==> src/hw/rvviCsrPkg.sv <==
// CSR address constants, tracked-CSR slot numbers and the slot address table
package rvviCsrPkg;

  // CSR address field of the instruction
  localparam int CSR_ADDR_W = 12;

  // Number of shadowed machine CSRs
  localparam int NUM_TRACKED = 8;

  //////////////////////////////
  // Machine CSR addresses
  //////////////////////////////
  localparam logic [CSR_ADDR_W-1:0] CSR_MSTATUS  = 12'h300;
  localparam logic [CSR_ADDR_W-1:0] CSR_MISA     = 12'h301;
  localparam logic [CSR_ADDR_W-1:0] CSR_MIE      = 12'h304;
  localparam logic [CSR_ADDR_W-1:0] CSR_MTVEC    = 12'h305;
  localparam logic [CSR_ADDR_W-1:0] CSR_MSCRATCH = 12'h340;
  localparam logic [CSR_ADDR_W-1:0] CSR_MEPC     = 12'h341;
  localparam logic [CSR_ADDR_W-1:0] CSR_MCAUSE   = 12'h342;
  localparam logic [CSR_ADDR_W-1:0] CSR_MIP      = 12'h344;

  //////////////////////////////
  // Shadow slots
  //////////////////////////////
  localparam int MSTATUS_SLOT  = 0;
  localparam int MISA_SLOT     = 1;
  localparam int MIE_SLOT      = 2;
  localparam int MTVEC_SLOT    = 3;
  localparam int MSCRATCH_SLOT = 4;
  localparam int MEPC_SLOT     = 5;
  localparam int MCAUSE_SLOT   = 6;
  localparam int MIP_SLOT      = 7;

  // Address held by each slot
  localparam logic [CSR_ADDR_W-1:0] trackedAddr [NUM_TRACKED] = '{
    MSTATUS_SLOT:  CSR_MSTATUS,
    MISA_SLOT:     CSR_MISA,
    MIE_SLOT:      CSR_MIE,
    MTVEC_SLOT:    CSR_MTVEC,
    MSCRATCH_SLOT: CSR_MSCRATCH,
    MEPC_SLOT:     CSR_MEPC,
    MCAUSE_SLOT:   CSR_MCAUSE,
    MIP_SLOT:      CSR_MIP
  };

endpackage

==> src/hw/rvviTracePkg.sv <==
// Retirement record widths, privilege modes, trap cause word and fetch fault code
package rvviTracePkg;

  //////////////////////////////
  // Record widths
  //////////////////////////////

  // One architectural word
  localparam int XLEN = 32;

  // Retirement order counter
  localparam int ORDER_W = 64;

  // Integer register file geometry
  localparam int NUM_XREG = 32;
  localparam int REG_ADDR_W = $clog2(NUM_XREG);

  //////////////////////////////
  // Privilege and trap types
  //////////////////////////////

  // Privilege mode as reported by the core, hypervisor encoding unused
  typedef enum logic [1:0] {
    PRIV_USER       = 2'b00,
    PRIV_SUPERVISOR = 2'b01,
    PRIV_MACHINE    = 2'b11
  } privMode;

  // Cause word, stored whole as mcause or split for trap decode
  typedef union packed {
    logic [XLEN-1:0] raw;
    struct packed {
      // Set for interrupts, clear for exceptions
      logic            intr;
      logic [XLEN-2:0] code;
    } fields;
  } trapCause;

  // Instruction access fault
  // The core raises it from outside the reference model's view
  localparam logic [XLEN-2:0] FETCH_FAULT_CODE = 'd1;

endpackage
==> src/hw/rvviTracer.sv <==
// Retirement tracer top level joining control, CSR merge, register shadow and record stage
`timescale 1ns/100ps

module rvviTracer #(
  parameter logic [rvviTracePkg::XLEN-1:0] CsrResetValue = '0
) (
  input  logic                                  rvvi,
  input  logic                                  reset,
  // Retirement record
  input  logic                                  retValid,
  input  logic [rvviTracePkg::ORDER_W-1:0]      retOrder,
  input  logic [rvviTracePkg::XLEN-1:0]         retInsn,
  input  logic [rvviTracePkg::XLEN-1:0]         retPc,
  input  logic                                  retTrap,
  input  logic                                  retIntr,
  input  rvviTracePkg::privMode                 retMode,
  input  rvviTracePkg::trapCause                retCause,
  // Destination register write
  input  logic [rvviTracePkg::REG_ADDR_W-1:0]   rdAddr,
  input  logic [rvviTracePkg::XLEN-1:0]         rdWdata,
  // CSR access
  input  logic                                  csrValid,
  input  logic [rvviCsrPkg::CSR_ADDR_W-1:0]     csrAddr,
  input  logic [rvviTracePkg::XLEN-1:0]         csrRdata,
  input  logic [rvviTracePkg::XLEN-1:0]         csrWdata,
  input  logic [rvviTracePkg::XLEN-1:0]         csrWmask,
  // Registered architectural view
  output logic                                  stepValid,
  output logic                                  orderError,
  output logic [rvviTracePkg::ORDER_W-1:0]      outOrder,
  output logic [rvviTracePkg::XLEN-1:0]         outPc,
  output logic [rvviTracePkg::XLEN-1:0]         outInsn,
  output rvviTracePkg::privMode                 outMode,
  output logic                                  outTrap,
  output logic                                  outIntr,
  output logic [rvviTracePkg::XLEN-1:0]         xData [rvviTracePkg::NUM_XREG],
  output logic [rvviTracePkg::NUM_XREG-1:0]     xWb,
  output logic [rvviTracePkg::XLEN-1:0]         csrData [rvviCsrPkg::NUM_TRACKED],
  output logic [rvviCsrPkg::NUM_TRACKED-1:0]    csrWb
);

  // Common load pulse for all register stages
  logic stageEnable;

  //////////////////////////////
  // Control
  //////////////////////////////
  rvviControl rvviControl_inst (
    .rvvi        (rvvi),
    .reset       (reset),
    .retValid    (retValid),
    .retOrder    (retOrder),
    .retTrap     (retTrap),
    .retCause    (retCause),
    .stageEnable (stageEnable),
    .stepValid   (stepValid),
    .orderError  (orderError)
  );

  //////////////////////////////
  // Datapath stages
  //////////////////////////////

  // CSR shadow, reset value must match the core's
  csrMerge #(
    .CsrResetValue (CsrResetValue)
  ) csrMerge_inst (
    .rvvi        (rvvi),
    .reset       (reset),
    .stageEnable (stageEnable),
    .csrValid    (csrValid),
    .csrAddr     (csrAddr),
    .csrRdata    (csrRdata),
    .csrWdata    (csrWdata),
    .csrWmask    (csrWmask),
    .csrData     (csrData),
    .csrWb       (csrWb)
  );

  // Single destination register per retirement
  gprShadow gprShadow_inst (
    .rvvi        (rvvi),
    .reset       (reset),
    .stageEnable (stageEnable),
    .rdAddr      (rdAddr),
    .rdWdata     (rdWdata),
    .xData       (xData),
    .xWb         (xWb)
  );

  retireRecord retireRecord_inst (
    .rvvi        (rvvi),
    .reset       (reset),
    .stageEnable (stageEnable),
    .retOrder    (retOrder),
    .retPc       (retPc),
    .retInsn     (retInsn),
    .retMode     (retMode),
    .retTrap     (retTrap),
    .retIntr     (retIntr),
    .outOrder    (outOrder),
    .outPc       (outPc),
    .outInsn     (outInsn),
    .outMode     (outMode),
    .outTrap     (outTrap),
    .outIntr     (outIntr)
  );

endmodule

==> src/hw/retireRecord.sv <==
// Output register for order, pc, instruction, mode and trap fields of a retirement
`timescale 1ns/100ps

module retireRecord (
  input  logic                                rvvi,
  input  logic                                reset,
  input  logic                                stageEnable,
  input  logic [rvviTracePkg::ORDER_W-1:0]    retOrder,
  input  logic [rvviTracePkg::XLEN-1:0]       retPc,
  input  logic [rvviTracePkg::XLEN-1:0]       retInsn,
  input  rvviTracePkg::privMode               retMode,
  input  logic                                retTrap,
  input  logic                                retIntr,
  output logic [rvviTracePkg::ORDER_W-1:0]    outOrder,
  output logic [rvviTracePkg::XLEN-1:0]       outPc,
  output logic [rvviTracePkg::XLEN-1:0]       outInsn,
  output rvviTracePkg::privMode               outMode,
  output logic                                outTrap,
  output logic                                outIntr
);

  // Status flags and mode, cleared to a core's reset state
  always_ff @(posedge rvvi) begin
    if (reset) begin
      outMode <= rvviTracePkg::PRIV_MACHINE;
      outTrap <= 1'b0;
      outIntr <= 1'b0;
    end else if (stageEnable) begin
      outMode <= retMode;
      outTrap <= retTrap;
      outIntr <= retIntr;
    end
  end

  // Payload words, held between retirements
  // Same stage as stepValid so the model sees one aligned record
  always_ff @(posedge rvvi) begin
    if (stageEnable) begin
      outOrder <= retOrder;
      outPc    <= retPc;
      outInsn  <= retInsn;
    end
  end

endmodule

==> src/hw/gprShadow.sv <==
// Integer register shadow with x0 suppression and one-hot write-back mask
`timescale 1ns/100ps

module gprShadow (
  input  logic                                  rvvi,
  input  logic                                  reset,
  input  logic                                  stageEnable,
  input  logic [rvviTracePkg::REG_ADDR_W-1:0]   rdAddr,
  input  logic [rvviTracePkg::XLEN-1:0]         rdWdata,
  output logic [rvviTracePkg::XLEN-1:0]         xData [rvviTracePkg::NUM_XREG],
  output logic [rvviTracePkg::NUM_XREG-1:0]     xWb
);

  // Write qualifier and decoded destination
  logic                                 writeEnable;
  logic [rvviTracePkg::NUM_XREG-1:0]    rdOneHot;

  // x0 is hardwired, a write to it is no write
  assign writeEnable = stageEnable && (rdAddr != '0);

  // Destination as a one-hot bit
  assign rdOneHot = rvviTracePkg::NUM_XREG'(1) << rdAddr;

  //////////////////////////////
  // Register shadow
  //////////////////////////////

  // x0 is cleared here and never written afterwards
  always_ff @(posedge rvvi) begin
    if (reset) begin
      xWb <= '0;
      for (int i = 0; i < rvviTracePkg::NUM_XREG; i++) begin
        xData[i] <= '0;
      end
    end else begin
      // Mask drops back to zero without a write
      xWb <= '0;
      if (writeEnable) begin
        xData[rdAddr] <= rdWdata;
        xWb           <= rdOneHot;
      end
    end
  end

endmodule

==> src/hw/csrMerge.sv <==
// Masked CSR merge, tracked machine CSR shadow file and per-slot change flags
`timescale 1ns/100ps

module csrMerge #(
  parameter logic [rvviTracePkg::XLEN-1:0] CsrResetValue = '0
) (
  input  logic                                 rvvi,
  input  logic                                 reset,
  input  logic                                 stageEnable,
  input  logic                                 csrValid,
  input  logic [rvviCsrPkg::CSR_ADDR_W-1:0]    csrAddr,
  input  logic [rvviTracePkg::XLEN-1:0]        csrRdata,
  input  logic [rvviTracePkg::XLEN-1:0]        csrWdata,
  input  logic [rvviTracePkg::XLEN-1:0]        csrWmask,
  output logic [rvviTracePkg::XLEN-1:0]        csrData [rvviCsrPkg::NUM_TRACKED],
  output logic [rvviCsrPkg::NUM_TRACKED-1:0]   csrWb
);

  // Merged CSR word, the cause union so mcause lands as its raw word
  rvviTracePkg::trapCause mergedValue;

  // Slot match and value change per slot
  logic [rvviCsrPkg::NUM_TRACKED-1:0] slotHit;
  logic [rvviCsrPkg::NUM_TRACKED-1:0] slotChange;

  //////////////////////////////
  // Merge
  //////////////////////////////

  // Written bits from wdata, untouched bits from rdata
  always_comb begin
    mergedValue.raw = (csrWdata & csrWmask) | (csrRdata & ~csrWmask);
  end

  //////////////////////////////
  // Slot lookup
  //////////////////////////////

  // Table addresses are unique, so at most one slot hits
  // Untracked addresses hit nothing and are dropped
  always_comb begin
    for (int i = 0; i < rvviCsrPkg::NUM_TRACKED; i++) begin
      slotHit[i]    = csrValid && (csrAddr == rvviCsrPkg::trackedAddr[i]);
      slotChange[i] = slotHit[i] && (mergedValue.raw != csrData[i]);
    end
  end

  //////////////////////////////
  // Shadow file
  //////////////////////////////

  // Shadow starts at the reset value seen by the model
  always_ff @(posedge rvvi) begin
    if (reset) begin
      csrWb <= '0;
      for (int i = 0; i < rvviCsrPkg::NUM_TRACKED; i++) begin
        csrData[i] <= CsrResetValue;
      end
    end else begin
      // Change flags live for one cycle only
      csrWb <= stageEnable ? slotChange : '0;
      for (int i = 0; i < rvviCsrPkg::NUM_TRACKED; i++) begin
        // Rewrite of the same value leaves the flag low
        if (stageEnable && slotChange[i]) begin
          csrData[i] <= mergedValue.raw;
        end
      end
    end
  end

endmodule

==> src/hw/rvviControl.sv <==
// Retirement control with fetch-fault step blocking, order continuity check and stage enable
`timescale 1ns/100ps

module rvviControl (
  input  logic                                rvvi,
  input  logic                                reset,
  input  logic                                retValid,
  input  logic [rvviTracePkg::ORDER_W-1:0]    retOrder,
  input  logic                                retTrap,
  input  rvviTracePkg::trapCause              retCause,
  output logic                                stageEnable,
  output logic                                stepValid,
  output logic                                orderError
);

  // Decoded trap kind
  logic isException;
  logic isFetchFault;
  logic stepBlocked;

  // Order tracking
  logic [rvviTracePkg::ORDER_W-1:0] expectedOrder;
  logic                             orderMismatch;

  //////////////////////////////
  // Trap decode
  //////////////////////////////

  // Interrupt flag clear means a synchronous exception
  assign isException = !retCause.fields.intr;

  // Fetch faults come from the bus, not from the model
  assign isFetchFault = (retCause.fields.code == rvviTracePkg::FETCH_FAULT_CODE);

  // Stepping the model here would run it one instruction too far
  // Fields still flow, only the step strobe is held low
  assign stepBlocked = retTrap && isException && isFetchFault;

  // Every datapath block loads on every retirement
  assign stageEnable = retValid;

  //////////////////////////////
  // Step strobe
  //////////////////////////////

  // One cycle per accepted retirement that the model may step on
  always_ff @(posedge rvvi) begin
    if (reset) begin
      stepValid <= 1'b0;
    end else begin
      stepValid <= retValid && !stepBlocked;
    end
  end

  //////////////////////////////
  // Order continuity
  //////////////////////////////

  assign orderMismatch = (retOrder != expectedOrder);

  // Expected order follows the record, so one gap flags once
  // and later contiguous records still line up
  always_ff @(posedge rvvi) begin
    if (reset) begin
      expectedOrder <= '0;
      orderError    <= 1'b0;
    end else if (retValid) begin
      expectedOrder <= retOrder + 1'b1;
      // Sticky until reset
      if (orderMismatch) begin
        orderError <= 1'b1;
      end
    end
  end

endmodule

==> config.mk <==
export PLATFORM = sky130hd
export DESIGN_NAME = rvviTracer
export DESIGN_NICKNAME = d
export VERILOG_FILES = /design/src/hw/rvviCsrPkg.sv /design/src/hw/rvviTracePkg.sv /design/src/hw/rvviTracer.sv /design/src/hw/retireRecord.sv /design/src/hw/gprShadow.sv /design/src/hw/csrMerge.sv /design/src/hw/rvviControl.sv
export SDC_FILE = /design/constraint.sdc
export NUM_CORES = 2
export LEC_CHECK = 0
export BUFFER_PORTS_ARGS = -buffer_cell sky130_fd_sc_hd__buf_2
export CAP_MARGIN = 15
export CORE_AREA = 3 3 684 686
export DETAILED_ROUTE_END_ITERATION = 8
export DIE_AREA = 0 0 687 689
export SKIP_CTS_REPAIR_TIMING = 1
export SYNTH_ARGS = -nofsm -noshare
export SYNTH_HDL_FRONTEND = slang
export SYNTH_SLANG_ARGS = --single-unit
==> constraint.sdc <==
create_clock -name rvvi -period 2 [get_ports rvvi]
set_input_delay 0.1 -clock rvvi [delete_from_list [all_inputs] [get_ports rvvi]]
set_output_delay 0.1 -clock rvvi [all_outputs]
set_load 0.03 [all_outputs]
==> reports/qor.yml <==
status: "finished, violations left"
violations: "negative setup slack"
r2r_cells: 8
fin_crit_ns: 2.46
synth_area_leader_cell: "dfxtp_1"
finalPower_w: 0.0725
grt_max_degree: 101
yosysUniqueCellTypes: 52
layout_commonest_cell: "nand2_1"
nFillCells: 51100
synth_nets: 6882
ys_async_sr_fraction_pct: 0
grt_pass1_vias: 53000
critPathMaxFanout: 5
criticalPathCategory: "reg2reg"
final-instance-count-excl-fill: 15200
placed_cell_area_um2: 79500
clk_latency_ns: 0.86
p_per_area_nw_per_um2: 814
synth_edf_count: 128
critPathCaptureType: "flop"
tightest_slew_ns: 0.992
fin_tns_setup_ns: -38.61
synth_top_area_share_pct: 48.0
dieWidth_um: 687
final_layout_size_suffix_gt1_share_pct: 32.1
die-height_um: 689
synth_ff_type: "dfxtp_1"
path_clk_slew_ns: 0.06
antenna_found_initial: 74
cts.path.max_buffers: 4
row_count: 250
drt-total-wl_um: 370000
final_cell_mix: "nand2_1, buf_2, dfxtp_1"
worstHoldPathCells: 6
core-area_um2: 463000
nets: 9185
ir_drop_v: 0.000655
rsz0062_at_grt: "yes"
ioPinCount: 1767
skew_ns: 0.0549
final_antenna_net_count: 0
cts_tree: "built"
first_pass_iters: 6
htreeDepth: 4
drtIter0Drc: 6192
cts_buffers: 173
syn_avg_cell_area_um2: 8.82
period_share_pct: 123
worstSetupStartpoint: "csrMerge_inst.csrData[112]"
dieArea_um2: 473000
syn_inst: 6568
relSlewSlack_pct: 33.9
ys.warnings.count: 0
start_kind: "flop"
port_buffers: 1766
dp_cells: 14600
stdcell_area_um2: 89000
cap_violations: 0
grtUsageTotal_pct: 14.4
setup_viol: 237
layout_setup_ws_ns: -0.464
ys_top_cells_by_area: "dfxtp_1, nand2_1, a21oi_1"
leakage_nw: 36.2
finalHoldViolations: 0
cts.sinks: 1518
ys_ff_latch: 1518
critPathMaxStageDelay_ns: 0.44
r2r-end: "csrMerge_inst.csrData[118]"
holdCritPathClass: "in2reg"
hold_path.startpoint: "rdAddr[4]"
grt_pass1_wl_um: 469000
syn_area_um2: 57900
yosysSeqAreaShare_pct: 54.7
max_freq_mhz: 406
start_util_pct: 12.5
grt-ovfl-total: 0
wl_per_cell_um: 24.3
reg2reg_from: "csrMerge_inst.csrData[112]"
place_congestion: 0.950
cp.required_ns: 2.74
place.detailed.hpwl_um: 281000
slew_violations: 0
crit_arrival_ns: 3.21
root_buffer: "clkbuf_16"
rrSetupSlack_ns: -0.46
via_count: 59000
min_to: "gprShadow_inst.xWb[5]"
drc: 0
vias_per_cell: 3.87
slowest_stage: "nand4_1"
path_cells: "xnor2_1 -> nor4_2 -> nand4_1 -> buf_4 -> o211ai_4 -> buf_12 -> buf_16 -> mux2i_1"
area_delta_synth_final_pct: 53.6
==> layout make-up <==
class / instances / area [um^2] / area share, %
well taps: 6174 / 7720 / 8.68
flip-flops and latches: 1518 / 31700 / 35.6
inverters: 6 / 22.5 / 0.0253
repair buffers: 2655 / 18900 / 21.2
clock buffers: 233 / 4830 / 5.43
clock inverters: 84 / 1070 / 1.20
diodes: 34 / 85.1 / 0.0956
multi-input cells: 4517 / 24700 / 27.7
==> cell families after synthesis <==
kind of cell	after synthesis	synth area share (%)
other	1	0.00648
xor gates and xnor gates	374	5.66
muxes	292	5.74
adders and majority gates	1	0.0216
buffers and inverters	533	3.61
AOI/OAI and AO/OA	1076	9.75
DFF	1518	54.7
and+or+nand+nor	2773	20.5
==> how the worst max path moves through the flow <==
stage	to	slack, ns
after floorplan	csrMerge_inst.csrData[144]	0.09
after global placement	csrMerge_inst.csrData[98]	-0.83
after detailed placement	csrMerge_inst.csrData[74]	-0.83
after CTS	csrMerge_inst.csrData[118]	-0.44
after global routing	csrMerge_inst.csrData[118]	-0.42
final	csrMerge_inst.csrData[118]	-0.46
==> sequential cells by signal, indices dropped and copies added, names as in the netlist <==
| name | flops |
|---|---|
| retireRecord_inst.outMode | 2 |
| csrMerge_inst.csrWb | 8 |
| rvviControl_inst.orderError | 1 |
| retireRecord_inst.outIntr | 1 |
| gprShadow_inst.xWb | 32 |
| csrMerge_inst.csrData | 256 |
| rvviControl_inst.stepValid | 1 |
| retireRecord_inst.outInsn | 32 |
| gprShadow_inst.xData | 1024 |
| rvviControl_inst.expectedOrder | 64 |
| retireRecord_inst.outOrder | 64 |
| retireRecord_inst.outPc | 32 |
| retireRecord_inst.outTrap | 1 |
==> where the power goes <==
part | switching [W] | leakage, nW | internal, W | total, W
Clock | 0.0141 | 2.89 | 0.0197 | 0.0338
Sequential | 0.000496 | 12.5 | 0.0311 | 0.0316
Combinational | 0.00469 | 20.9 | 0.00235 | 0.00704
Total | 0.0193 | 36.2 | 0.0531 | 0.0725
==> routing by layer <==
metal  up-vias  wire length (um)  global-route usage, %
met2      3381            169000                   23.2
met3       811             34300                   3.92
li1      26100                 -                      -
met4        20             23300                   8.14
met1     28600            143000                   17.1
met5         -               132                      0
==> metrics by stage <==
| step | hold WS, ns | worst slack (ns) | util, % |
|---|---|---|---|
| 2_1_floorplan | 0.199 | 0.0873 | - |
| 3_3_place_gp | 0.278 | -0.834 | 17.2 |
| 3_5_place_dp | 0.279 | -0.826 | 17.2 |
| 4_1_cts | -0.741 | -0.441 | 18.5 |
| 5_1_grt | 0.00122 | -0.420 | 19.2 |
| 6_report | 0.0301 | -0.464 | 19.2 |
==> critical path, delay by kind of cell, from the launching register on <==
| family | cells | cell delay [ns] |
|---|---|---|
| xor+xnor | 1 | 0.14 |
| compound gates | 1 | 0.19 |
| flops | 1 | 0.33 |
| simple gates | 2 | 0.84 |
| buf+inv | 3 | 0.66 |
| mux | 1 | 0.20 |
==> synth_stat cells (19+ instances only) <==
cell and instances:
xor2_1 40, nand2b_1 263, a21oi_1 993, clkbuf_1 458, nand2_1 2055, nand4_1 51
xnor2_1 334, a211oi_1 49, nor2_1 148, nor2b_1 41, buf_4 19, mux2i_4 32
buf_1 42, nand3_1 28, mux2i_1 260, nor4_1 84, or2_2 32, edfxtp_1 128
dfxtp_1 1390
Power figures use the tool's default switching activity.
